**src/verilog/axis_stream_pkg.sv**
```systemverilog
// Stream payload types, imported by every FIFO stage and by the testbench
package axis_stream_pkg;

    // --------------------
    // Beat layout
    // --------------------

    // Data field width, fixed for the whole subsystem
    localparam int DATA_W = 32;

    // One stream beat
    // tdata sits in the upper bits, tlast in bit 0
    typedef struct packed {
        logic [DATA_W-1:0] tdata;
        logic              tlast;
    } axis_beat_t;

endpackage

```
**src/verilog/fifo_cfg_pkg.sv**
```systemverilog
// FIFO configuration types: implementation select, FSM states and status counts
package fifo_cfg_pkg;

    // Largest supported SIZE, sets the count width to MAX_SIZE+1
    localparam int MAX_SIZE = 6;

    // --------------------
    // Implementation select
    // --------------------

    // Which FIFO body the wrapper builds
    typedef enum logic [1:0] {
        IMPL_MINIMAL = 2'd0,
        IMPL_SRL     = 2'd1,
        IMPL_RAM     = 2'd2
    } fifo_impl_e;

    // Fill state of the two-entry register FIFO
    typedef enum logic [1:0] {
        MIN_EMPTY = 2'd0,
        MIN_ONE   = 2'd1,
        MIN_FULL  = 2'd2
    } min_state_e;

    // --------------------
    // Status counts
    // --------------------

    // Per stage, space + occupied is always the stage capacity
    typedef struct packed {
        logic [MAX_SIZE:0] space;
        logic [MAX_SIZE:0] occupied;
    } fifo_status_t;

    // Whole chain, input stage first
    typedef struct packed {
        fifo_status_t stage_a;
        fifo_status_t stage_b;
        fifo_status_t stage_c;
    } chain_status_t;

endpackage

```
**src/verilog/axis_minimal_fifo.sv**
```systemverilog
// Two-entry register FIFO, built by axis_fifo for SIZE 1 and 2
`timescale 1ns/1ps

module axis_minimal_fifo (
    input  logic                        clk,
    input  logic                        rst_n,
    input  axis_stream_pkg::axis_beat_t in_beat,
    input  logic                        in_valid,
    output logic                        in_ready,
    output axis_stream_pkg::axis_beat_t out_beat,
    output logic                        out_valid,
    input  logic                        out_ready,
    output fifo_cfg_pkg::fifo_status_t  status
);
    import axis_stream_pkg::*;
    import fifo_cfg_pkg::*;

    localparam int CNT_W = MAX_SIZE + 1;

    min_state_e state;
    // Older entry, always the one presented
    axis_beat_t head;
    // Second entry, only used in MIN_FULL
    axis_beat_t tail;
    logic [1:0] fill;
    logic       push;
    logic       pop;

    assign push = in_valid && in_ready;
    assign pop  = out_valid && out_ready;

    // Handshake straight from the state register
    assign in_ready  = (state != MIN_FULL);
    assign out_valid = (state != MIN_EMPTY);
    assign out_beat  = head;

    // --------------------
    // Fill FSM
    // --------------------
    always_ff @(posedge clk or negedge rst_n)
    begin
        if (!rst_n)
        begin
            state <= MIN_EMPTY;
        end
        else
        begin
            case (state)
                MIN_EMPTY:
                begin
                    if (push)
                        state <= MIN_ONE;
                end
                MIN_ONE:
                begin
                    // Push and pop together keep one entry
                    if (push && !pop)
                        state <= MIN_FULL;
                    else if (pop && !push)
                        state <= MIN_EMPTY;
                end
                MIN_FULL:
                begin
                    // No push possible here, in_ready is low
                    if (pop)
                        state <= MIN_ONE;
                end
                default:
                begin
                    state <= MIN_EMPTY;
                end
            endcase
        end
    end

    // --------------------
    // Entry registers
    // --------------------
    always_ff @(posedge clk)
    begin
        case (state)
            MIN_EMPTY:
            begin
                if (push)
                    head <= in_beat;
            end
            MIN_ONE:
            begin
                // Head leaves, new beat takes its place
                if (push && pop)
                    head <= in_beat;
                else if (push)
                    tail <= in_beat;
            end
            MIN_FULL:
            begin
                // Promote the younger entry
                if (pop)
                    head <= tail;
            end
            default:
            begin
                head <= head;
            end
        endcase
    end

    // Occupancy falls out of the state
    always_comb
    begin
        case (state)
            MIN_ONE:  fill = 2'd1;
            MIN_FULL: fill = 2'd2;
            default:  fill = 2'd0;
        endcase
        status.occupied = CNT_W'(fill);
        status.space    = CNT_W'(2'd2 - fill);
    end

endmodule

```
**src/verilog/axis_fifo_srl.sv**
```systemverilog
// Shift-register FIFO with a registered output, built by axis_fifo for SIZE 3 to 5
`timescale 1ns/1ps

module axis_fifo_srl #(
    parameter int SIZE = 5
) (
    input  logic                        clk,
    input  logic                        rst_n,
    input  axis_stream_pkg::axis_beat_t in_beat,
    input  logic                        in_valid,
    output logic                        in_ready,
    output axis_stream_pkg::axis_beat_t out_beat,
    output logic                        out_valid,
    input  logic                        out_ready,
    output fifo_cfg_pkg::fifo_status_t  status
);
    import axis_stream_pkg::*;
    import fifo_cfg_pkg::*;

    // Physical shift length, capacity cut down to 2^SIZE
    localparam int SRL_LEN = 32;
    localparam int DEPTH   = 1 << SIZE;
    localparam int CNT_W   = MAX_SIZE + 1;

    // Newest beat at index 0
    axis_beat_t       srl [SRL_LEN];
    // Beats in the shift array, not counting the output register
    logic [5:0]       srl_cnt;
    // Oldest entry in the array
    logic [4:0]       tail;
    logic [CNT_W-1:0] fill;
    logic             push;
    logic             load_out;
    logic             take_srl;
    logic             shift_in;

    assign push     = in_valid && in_ready;
    assign tail     = 5'(srl_cnt - 6'd1);
    // Output register free on this edge
    assign load_out = !out_valid || out_ready;
    assign take_srl = load_out && (srl_cnt != 6'd0);
    // Bypass the array when it is empty and the output register is free
    assign shift_in = push && !(load_out && (srl_cnt == 6'd0));

    // Total held, output register included
    assign fill     = CNT_W'(srl_cnt) + CNT_W'(out_valid);
    assign in_ready = (fill < CNT_W'(DEPTH));

    // --------------------
    // Shift array
    // --------------------
    always_ff @(posedge clk)
    begin
        if (shift_in)
        begin
            srl[0] <= in_beat;
            for (int i = 1; i < SRL_LEN; i++)
            begin
                srl[i] <= srl[i-1];
            end
        end
    end

    // Array count and output valid
    always_ff @(posedge clk or negedge rst_n)
    begin
        if (!rst_n)
        begin
            srl_cnt   <= 6'd0;
            out_valid <= 1'b0;
        end
        else
        begin
            if (shift_in && !take_srl)
                srl_cnt <= srl_cnt + 6'd1;
            else if (take_srl && !shift_in)
                srl_cnt <= srl_cnt - 6'd1;
            if (load_out)
                out_valid <= take_srl || push;
        end
    end

    // Output payload, oldest array entry first, else the bypassed beat
    always_ff @(posedge clk)
    begin
        if (take_srl)
            out_beat <= srl[tail];
        else if (load_out && push)
            out_beat <= in_beat;
    end

    assign status.occupied = fill;
    assign status.space    = CNT_W'(DEPTH) - fill;

endmodule

```
**src/verilog/axis_fifo_ram.sv**
```systemverilog
// RAM-array FIFO with registered read and output holding register, for SIZE above 5
`timescale 1ns/1ps

module axis_fifo_ram #(
    parameter int SIZE = 6
) (
    input  logic                        clk,
    input  logic                        rst_n,
    input  axis_stream_pkg::axis_beat_t in_beat,
    input  logic                        in_valid,
    output logic                        in_ready,
    output axis_stream_pkg::axis_beat_t out_beat,
    output logic                        out_valid,
    input  logic                        out_ready,
    output fifo_cfg_pkg::fifo_status_t  status
);
    import axis_stream_pkg::*;
    import fifo_cfg_pkg::*;

    localparam int DEPTH = 1 << SIZE;
    localparam int CNT_W = MAX_SIZE + 1;

    // --------------------
    // Storage and pointers
    // --------------------

    axis_beat_t       mem [DEPTH];
    // One extra bit tells full from empty
    logic [SIZE:0]    wr_ptr;
    logic [SIZE:0]    rd_ptr;
    // Entries still in the array
    logic [SIZE:0]    ram_cnt;
    logic [CNT_W-1:0] fill;
    logic             push;
    // Prefetch into the holding register
    logic             load;

    assign push    = in_valid && in_ready;
    assign ram_cnt = wr_ptr - rd_ptr;

    // Fetch when the array has data and the holding register is empty or draining
    assign load = (ram_cnt != '0) && (!out_valid || out_ready);

    // Held beat counts too, so capacity stays 2^SIZE
    assign fill     = CNT_W'(ram_cnt) + CNT_W'(out_valid);
    assign in_ready = (fill < CNT_W'(DEPTH));

    // RAM write port
    always_ff @(posedge clk)
    begin
        if (push)
        begin
            mem[wr_ptr[SIZE-1:0]] <= in_beat;
        end
    end

    // RAM read port, registered into the holding register
    always_ff @(posedge clk)
    begin
        if (load)
        begin
            out_beat <= mem[rd_ptr[SIZE-1:0]];
        end
    end

    // --------------------
    // Pointer and valid control
    // --------------------
    always_ff @(posedge clk or negedge rst_n)
    begin
        if (!rst_n)
        begin
            wr_ptr    <= '0;
            rd_ptr    <= '0;
            out_valid <= 1'b0;
        end
        else
        begin
            if (push)
            begin
                wr_ptr <= wr_ptr + 1'b1;
            end
            if (load)
            begin
                rd_ptr    <= rd_ptr + 1'b1;
                out_valid <= 1'b1;
            end
            else if (out_ready)
            begin
                // Held beat taken with nothing behind it
                out_valid <= 1'b0;
            end
        end
    end

    // Counts from registered pointers only
    assign status.occupied = fill;
    assign status.space    = CNT_W'(DEPTH) - fill;

endmodule

```
**src/verilog/axis_fifo.sv**
```systemverilog
// Size-selecting stream FIFO wrapper, builds one FIFO body chosen by SIZE
`timescale 1ns/1ps

module axis_fifo #(
    // Capacity is 2^SIZE beats, or 2 beats for SIZE 1 and 2
    parameter int SIZE = 5
) (
    input  logic                        clk,
    input  logic                        rst_n,
    input  axis_stream_pkg::axis_beat_t in_beat,
    input  logic                        in_valid,
    output logic                        in_ready,
    output axis_stream_pkg::axis_beat_t out_beat,
    output logic                        out_valid,
    input  logic                        out_ready,
    output fifo_cfg_pkg::fifo_status_t  status
);
    import fifo_cfg_pkg::*;

    // SIZE 1..2 registers, 3..5 shift array, above 5 RAM
    localparam fifo_impl_e IMPL = fifo_impl_e'((SIZE <= 2) ? IMPL_MINIMAL :
                                               (SIZE <= 5) ? IMPL_SRL : IMPL_RAM);

    // --------------------
    // Implementation select
    // --------------------
    // Every body reports counts already widened to MAX_SIZE+1 bits
    generate
        case (IMPL)
            IMPL_MINIMAL:
            begin : gen_minimal
                // Two-entry skid-style stage
                axis_minimal_fifo fifo_inst (
                    .clk(clk), .rst_n(rst_n),
                    .in_beat(in_beat), .in_valid(in_valid), .in_ready(in_ready),
                    .out_beat(out_beat), .out_valid(out_valid), .out_ready(out_ready),
                    .status(status)
                );
            end
            IMPL_SRL:
            begin : gen_srl
                // 32-entry shift array cut down to 2^SIZE
                axis_fifo_srl #(.SIZE(SIZE)) fifo_inst (
                    .clk(clk), .rst_n(rst_n),
                    .in_beat(in_beat), .in_valid(in_valid), .in_ready(in_ready),
                    .out_beat(out_beat), .out_valid(out_valid), .out_ready(out_ready),
                    .status(status)
                );
            end
            default:
            begin : gen_ram
                // RAM array, 2 cycles from empty
                axis_fifo_ram #(.SIZE(SIZE)) fifo_inst (
                    .clk(clk), .rst_n(rst_n),
                    .in_beat(in_beat), .in_valid(in_valid), .in_ready(in_ready),
                    .out_beat(out_beat), .out_valid(out_valid), .out_ready(out_ready),
                    .status(status)
                );
            end
        endcase
    endgenerate

endmodule

```
**src/verilog/axis_buffer_chain.sv**
```systemverilog
// Stream buffering top level, three FIFO stages in series with gathered status
`timescale 1ns/1ps

module axis_buffer_chain #(
    parameter int SIZE_A = 1,
    parameter int SIZE_B = 5,
    parameter int SIZE_C = 6
) (
    input  logic                        clk,
    input  logic                        rst_n,
    // Upstream
    input  axis_stream_pkg::axis_beat_t in_beat,
    input  logic                        in_valid,
    output logic                        in_ready,
    // Downstream
    output axis_stream_pkg::axis_beat_t out_beat,
    output logic                        out_valid,
    input  logic                        out_ready,
    // Per-stage counts
    output fifo_cfg_pkg::chain_status_t status
);
    import axis_stream_pkg::*;
    import fifo_cfg_pkg::*;

    // --------------------
    // Inter-stage links
    // --------------------
    // Stage A to stage B
    axis_beat_t   ab_beat;
    logic         ab_valid;
    logic         ab_ready;
    // Stage B to stage C
    axis_beat_t   bc_beat;
    logic         bc_valid;
    logic         bc_ready;
    fifo_status_t status_a;
    fifo_status_t status_b;
    fifo_status_t status_c;

    // Input stage, register FIFO
    axis_fifo #(.SIZE(SIZE_A)) stage_a_inst (
        .clk(clk), .rst_n(rst_n),
        .in_beat(in_beat), .in_valid(in_valid), .in_ready(in_ready),
        .out_beat(ab_beat), .out_valid(ab_valid), .out_ready(ab_ready),
        .status(status_a)
    );

    // Middle stage, shift-register FIFO
    axis_fifo #(.SIZE(SIZE_B)) stage_b_inst (
        .clk(clk), .rst_n(rst_n),
        .in_beat(ab_beat), .in_valid(ab_valid), .in_ready(ab_ready),
        .out_beat(bc_beat), .out_valid(bc_valid), .out_ready(bc_ready),
        .status(status_b)
    );

    // Output stage, RAM FIFO
    axis_fifo #(.SIZE(SIZE_C)) stage_c_inst (
        .clk(clk), .rst_n(rst_n),
        .in_beat(bc_beat), .in_valid(bc_valid), .in_ready(bc_ready),
        .out_beat(out_beat), .out_valid(out_valid), .out_ready(out_ready),
        .status(status_c)
    );

    assign status = '{stage_a: status_a, stage_b: status_b, stage_c: status_c};

endmodule

```
**config.mk**
```make
export PLATFORM = sky130hd
export DESIGN_NAME = axis_buffer_chain
export DESIGN_NICKNAME = d
export VERILOG_FILES = /design/src/verilog/axis_stream_pkg.sv /design/src/verilog/fifo_cfg_pkg.sv /design/src/verilog/axis_minimal_fifo.sv /design/src/verilog/axis_fifo_srl.sv /design/src/verilog/axis_fifo_ram.sv /design/src/verilog/axis_fifo.sv /design/src/verilog/axis_buffer_chain.sv
export SDC_FILE = /design/constraint.sdc
export NUM_CORES = 2
export LEC_CHECK = 0
export ABC_AREA = 1
export BUFFER_PORTS_ARGS = -buffer_cell sky130_fd_sc_hd__buf_2
export CAP_MARGIN = 5
export CORE_UTILIZATION = 45
export DETAILED_ROUTE_END_ITERATION = 7
export MAX_ROUTING_LAYER = met4
export SLEW_MARGIN = 25
export SYNTH_ARGS = -nofsm -noshare
export SYNTH_HDL_FRONTEND = slang
export SYNTH_SLANG_ARGS = --single-unit
```
**constraint.sdc**
```tcl
create_clock -name clk -period 29.7 [get_ports clk]
set_input_delay 1.485 -clock clk [delete_from_list [all_inputs] [get_ports clk]]
set_output_delay 1.485 -clock clk [all_outputs]
set_load 0.01 [all_outputs]
```
==> flow_summary.html <==
<table>
<tr><th>Metric</th><th>Value</th></tr>
<tr><th colspan="2">Die</th></tr>
<tr><td>Top Ports</td><td>114</td></tr>
<tr><td>CORE AREA</td><td>286,000 um2</td></tr>
<tr><td>Die width</td><td>539 um</td></tr>
<tr><td>Die height</td><td>539 um</td></tr>
<tr><td>Effective utilization at floorplan</td><td>0.454</td></tr>
<tr><td>Area enclosed by the die boundary</td><td>290,000 um2</td></tr>
<tr><td># rows</td><td>196</td></tr>
<tr><th colspan="2">Hold path</th></tr>
<tr><td>Hold Crit Class</td><td>reg2reg</td></tr>
<tr><td>Hold path startpoint</td><td>stage_b_inst.gen_srl.fifo_inst.srl[9][0]</td></tr>
<tr><td>Endpoint of the worst hold path</td><td>stage_b_inst.gen_srl.fifo_inst.srl[10][0]</td></tr>
<tr><td>Worst hold path depth</td><td>0</td></tr>
<tr><th colspan="2">Detailed routing</th></tr>
<tr><td>Remaining antenna violation count after routing</td><td>0</td></tr>
<tr><td>Detailed Routing Iterations Pass 1</td><td>7</td></tr>
<tr><td>Avg Vias per Cell</td><td>6.06</td></tr>
<tr><td>Violation count after the first detailed-routing iteration</td><td>10,000</td></tr>
<tr><td>Number of DRC violations after detailed routing</td><td>0</td></tr>
<tr><td>Via Count</td><td>81,400</td></tr>
<tr><td>Average detailed-routed wire length per instance</td><td>26.1 um</td></tr>
<tr><td>Final wirelength</td><td>350,000 um</td></tr>
<tr><th colspan="2">Logic synthesis</th></tr>
<tr><td>Synthesized area</td><td>130,000 um2</td></tr>
<tr><td>Number of synthesized flops with an enable pin</td><td>3,300</td></tr>
<tr><td>Number of instances in the synthesized netlist</td><td>9,431</td></tr>
<tr><td>Top cells by instance count after synthesis</td><td>edfxtp_1 (3,300), nor2_1 (1,682), o21ai_0 (1,617)</td></tr>
<tr><td>Dominant cell by count in the synthesized netlist</td><td>edfxtp_1</td></tr>
<tr><td>Cells taking the most area after synthesis</td><td>edfxtp_1 (76%), o21ai_0 (6.2%), nor2_1 (4.9%)</td></tr>
<tr><td>Mean instance size in the synthesized netlist</td><td>13.7 um2</td></tr>
<tr><td>Area fraction of the dominant cell type after synthesis</td><td>0.765</td></tr>
<tr><td>Primary FF master, synth</td><td>edfxtp_1</td></tr>
<tr><td>Syn. warnings</td><td>0</td></tr>
<tr><td>Cell type with the largest total area after synthesis</td><td>edfxtp_1</td></tr>
<tr><td>Register bit total from synthesis</td><td>3,324</td></tr>
<tr><td>Distinct cells, synth</td><td>44</td></tr>
<tr><td>Post-synthesis sequential area ratio</td><td>0.769</td></tr>
<tr><td>Share of async-settable or async-resettable flops after synthesis</td><td>0.00722</td></tr>
<tr><th colspan="2">Worst setup path</th></tr>
<tr><td>Worst setup path class</td><td>reg2reg</td></tr>
<tr><td>FF-to-FF Start</td><td>stage_c_inst.gen_ram.fifo_inst.rd_ptr[2]</td></tr>
<tr><td>Type of element capturing the critical path</td><td>register</td></tr>
<tr><td>Critical R2R Capture</td><td>stage_b_inst.gen_srl.fifo_inst.srl[13][14]</td></tr>
<tr><td>Largest stage delay, worst path</td><td>0.82 ns</td></tr>
<tr><td>Category of the worst setup path launch point</td><td>register</td></tr>
<tr><td>Endpoint arrival time on the critical path</td><td>7.08 ns</td></tr>
<tr><td>Cell-by-cell listing of the critical path</td><td>clkinv_2 &gt; ha_1 &gt; a21oi_1 &gt; nand2_1 &gt; nand2_1 &gt; nand3_1 &gt; nor2_1 &gt; nand3_1 &gt; nand2_2 &gt; nand4_1 &gt; nand2_4 &gt; buf_6 &gt; buf_12 &gt; buf_6</td></tr>
<tr><td>Number of cell instances on the worst register-to-register path</td><td>14</td></tr>
<tr><td>CP max-delay cell</td><td>nand2_4</td></tr>
<tr><td>Bufs and invs on worst path</td><td>4</td></tr>
<tr><td>CP top delay family</td><td>buffers and inverters</td></tr>
<tr><td>Worst Path Required</td><td>30.19 ns</td></tr>
<tr><td>Critical Path Fanout Max</td><td>174</td></tr>
<tr><td>Flop-to-flop setup slack</td><td>23.11 ns</td></tr>
<tr><th colspan="2">GRT</th></tr>
<tr><td>Global routing usage on met2</td><td>0.376</td></tr>
<tr><td>Wire length of the first global-routing pass</td><td>516,000 um</td></tr>
<tr><td>Overflow after GRT</td><td>0</td></tr>
<tr><td>Largest net degree at the start of global routing</td><td>250</td></tr>
<tr><td>Met3 capacity usage during global routing</td><td>0.0344</td></tr>
<tr><td>Met1 layer usage reported by global route</td><td>0.328</td></tr>
<tr><td>Initial antenna violation count</td><td>10</td></tr>
<tr><td>Top Usage Layer GRT</td><td>met2</td></tr>
<tr><td>Vias in the first global route</td><td>79,300</td></tr>
<tr><td>Aggregate global-route resource usage</td><td>0.242</td></tr>
<tr><th colspan="2">Clocking</th></tr>
<tr><td>Clk sink count</td><td>3,324</td></tr>
<tr><td>Clock buffer count from CTS</td><td>341</td></tr>
<tr><td>Worst-path clk slew</td><td>0.06 ns</td></tr>
<tr><td>Clk buf depth</td><td>4</td></tr>
<tr><td>Max H-tree Level</td><td>5</td></tr>
<tr><td>Hold buffers post-CTS</td><td>0</td></tr>
<tr><td>TritonCTS clock tree</td><td>done</td></tr>
<tr><td>Clock latency on the worst-skew pair</td><td>0.93 ns</td></tr>
<tr><td>Root Buffer Master</td><td>clkbuf_16</td></tr>
<tr><td>Number of buffers added for setup after CTS</td><td>0</td></tr>
<tr><td>Post_cts resized</td><td>0</td></tr>
<tr><th colspan="2">Cells and area</th></tr>
<tr><td>Layout cell share with drive strength beyond 1</td><td>0.0909</td></tr>
<tr><td>Design area</td><td>145,000 um2</td></tr>
<tr><td>Number of inserted filler cells in the final layout</td><td>23,700</td></tr>
<tr><td>Area growth from synthesis to layout</td><td>12.1%</td></tr>
<tr><td>Number of nets in the final layout</td><td>9,440</td></tr>
<tr><th colspan="2">Placed design</th></tr>
<tr><td>Post-detailed-placement half-perimeter wirelength</td><td>177,000 um</td></tr>
<tr><td>GP Congestion</td><td>0.861</td></tr>
<tr><td>I/O Buffers</td><td>108</td></tr>
<tr><td>Total cell area at the placement stage</td><td>134,000 um2</td></tr>
<tr><th colspan="2">Run status</th></tr>
<tr><td>Outcome</td><td>finished, final reports clean</td></tr>
<tr><th colspan="2">Pwr</th></tr>
<tr><td>Leak pwr</td><td>46.7 nW</td></tr>
<tr><td>Worst supply voltage drop on vdd</td><td>0.000139 V</td></tr>
<tr><td>Pwr per Cell Area</td><td>129 nW/um2</td></tr>
<tr><th colspan="2">Timing</th></tr>
<tr><td>Total count of max-transition violations in the final report</td><td>0</td></tr>
<tr><td>Min cycle time layout</td><td>6.59 ns</td></tr>
<tr><td>Number of hold violations in the final report</td><td>0</td></tr>
<tr><td>Final setup TNS</td><td>0 ns</td></tr>
<tr><td>Final setup violation count</td><td>0</td></tr>
<tr><td>Top achievable clock speed</td><td>152 MHz</td></tr>
<tr><td>Part of the cycle the worst path needs</td><td>0.222</td></tr>
<tr><td>Slew headroom</td><td>0.279</td></tr>
<tr><td>Measured slew at the worst slew-check pin</td><td>1.08 ns</td></tr>
<tr><td>Fin Clk Skew</td><td>0.0927 ns</td></tr>
<tr><td>Unrepaired setup endpoints after global routing</td><td>no</td></tr>
<tr><th colspan="2">Flow run</th></tr>
<tr><td>Total of max-cap violations</td><td>0</td></tr>
</table>
[sequential cells by signal, indices dropped and copies added (netlist names), 2 cells and up]
register,count
stage_c_inst.gen_ram.fifo_inst.mem,2112
stage_a_inst.gen_minimal.fifo_inst.tail,33
stage_c_inst.gen_ram.fifo_inst.wr_ptr,7
stage_b_inst.gen_srl.fifo_inst.srl,1056
stage_b_inst.gen_srl.fifo_inst.out_beat,33
stage_a_inst.gen_minimal.fifo_inst.state,2
stage_c_inst.gen_ram.fifo_inst.out_beat,33
stage_b_inst.gen_srl.fifo_inst.srl_cnt,6
stage_a_inst.gen_minimal.fifo_inst.out_beat,33
stage_c_inst.gen_ram.fifo_inst.rd_ptr,7
[metal layers]
metal  vias up  wire (um)
li1      35600          -
met4         0      11800
met2      3673     164000
met3       611      29200
met5         -          0
met1     41500     146000
[final cells by class]
cell class	instances	area, um2	share of cell area
Antenna cell	11	27.5	0.000190
Tap cell	3762	4710	0.0324
Multi-Input combinational cell	5345	27500	0.189
Clock inverter	200	1900	0.0131
Inverter	72	318	0.00219
Clock buffer	418	8910	0.0613
Sequential cell	3324	99700	0.687
Timing Repair Buffer	295	2180	0.0150
[cells by family (layout without fill, tap and decap cells)]
family          after synthesis  in the layout  synth area share
flops                      3324           3324             0.769
other cells                   1             16         0.0000289
xor+xnor                     30             30           0.00209
fa+ha+maj                    24             24           0.00238
compound gates             2603           2603             0.119
simple gates               2683           2683            0.0843
buf+inv                     766            985            0.0232
[report_power, final]
group          switching, mW  internal, mW  total (mW)
sequential             0.559          7.35        7.91
combinational           5.13          1.55        6.68
clock                   1.81          2.39        4.20
[worst max-delay path by stage]
stage / start / end / slack (ns) / cells past startpoint
CTS: stage_c_inst.gen_ram.fifo_inst.rd_ptr[2] / stage_b_inst.gen_srl.fifo_inst.srl[20][14] / 22.57 / 14
floorplan: stage_c_inst.gen_ram.fifo_inst.rd_ptr[1] / stage_b_inst.gen_srl.fifo_inst.srl[0][0] / 2.65 / 14
detailed placement: stage_c_inst.gen_ram.fifo_inst.rd_ptr[2] / stage_b_inst.gen_srl.fifo_inst.srl[26][14] / 22.61 / 14
global route: stage_c_inst.gen_ram.fifo_inst.rd_ptr[2] / stage_b_inst.gen_srl.fifo_inst.srl[15][14] / 22.63 / 14
finish: stage_c_inst.gen_ram.fifo_inst.rd_ptr[2] / stage_b_inst.gen_srl.fifo_inst.srl[13][14] / 23.11 / 14
global placement: stage_c_inst.gen_ram.fifo_inst.rd_ptr[2] / stage_b_inst.gen_srl.fifo_inst.srl[29][14] / 22.74 / 14
[layout by cell type (no fill, tap or decap), types with 6 or more instances in the layout]
cell type / netlist / layout
buf_12: 0 / 10
a21oi_1: 64 / 64
clkbuf_16: 0 / 345
dfrtp_1: 24 / 19
clkbuf_1: 614 / 73
o221ai_1: 422 / 422
nor2_1: 1682 / 1616
o21ai_1: 13 / 13
clkinv_1: 2 / 75
clkinv_2: 0 / 62
nand3_1: 386 / 386
inv_1: 63 / 56
nand3b_1: 33 / 33
buf_6: 4 / 9
clkinv_8: 0 / 7
nand2_1: 525 / 524
a31oi_1: 9 / 9
inv_2: 6 / 6
edfxtp_1: 3300 / 3300
nand4_1: 34 / 34
nor2_4: 0 / 65
inv_6: 0 / 10
bufinv_16: 0 / 28
buf_2: 40 / 108
xor2_1: 23 / 21
ha_1: 23 / 22
o211ai_1: 100 / 100
o22ai_1: 369 / 369
o21ai_0: 1617 / 1617
diode_2: 0 / 11
clkinvlp_4: 0 / 12
buf_4: 14 / 164
[per-stage QoR]
stage	std cells	hold slack (ns)	setup WS (ns)	utilization	total power [mW]
6_report	13400	0.380	23.11	0.508	18.8
5_1_grt	13400	0.397	22.63	0.508	19.7
4_1_cts	13400	0.377	22.57	0.508	18.8
3_5_place_dp	12800	0.426	22.61	0.470	14.6
3_3_place_gp	12800	0.423	22.74	0.470	14.4
2_1_floorplan	9435	0.421	2.65	-	12.2
[worst reg2reg max path, cell delays in order, from the launching register on]
cell	delay [ns]
dfrtp_4	0.68
clkinv_2	0.48
ha_1	0.54
a21oi_1	0.26
nand2_1	0.10
nand2_1	0.15
nand3_1	0.13
nor2_1	0.14
nand3_1	0.10
nand2_2	0.20
nand4_1	0.35
nand2_4	0.82
buf_6	0.74
buf_12	0.72
buf_6	0.71
Power figures use the tool's default switching activity.
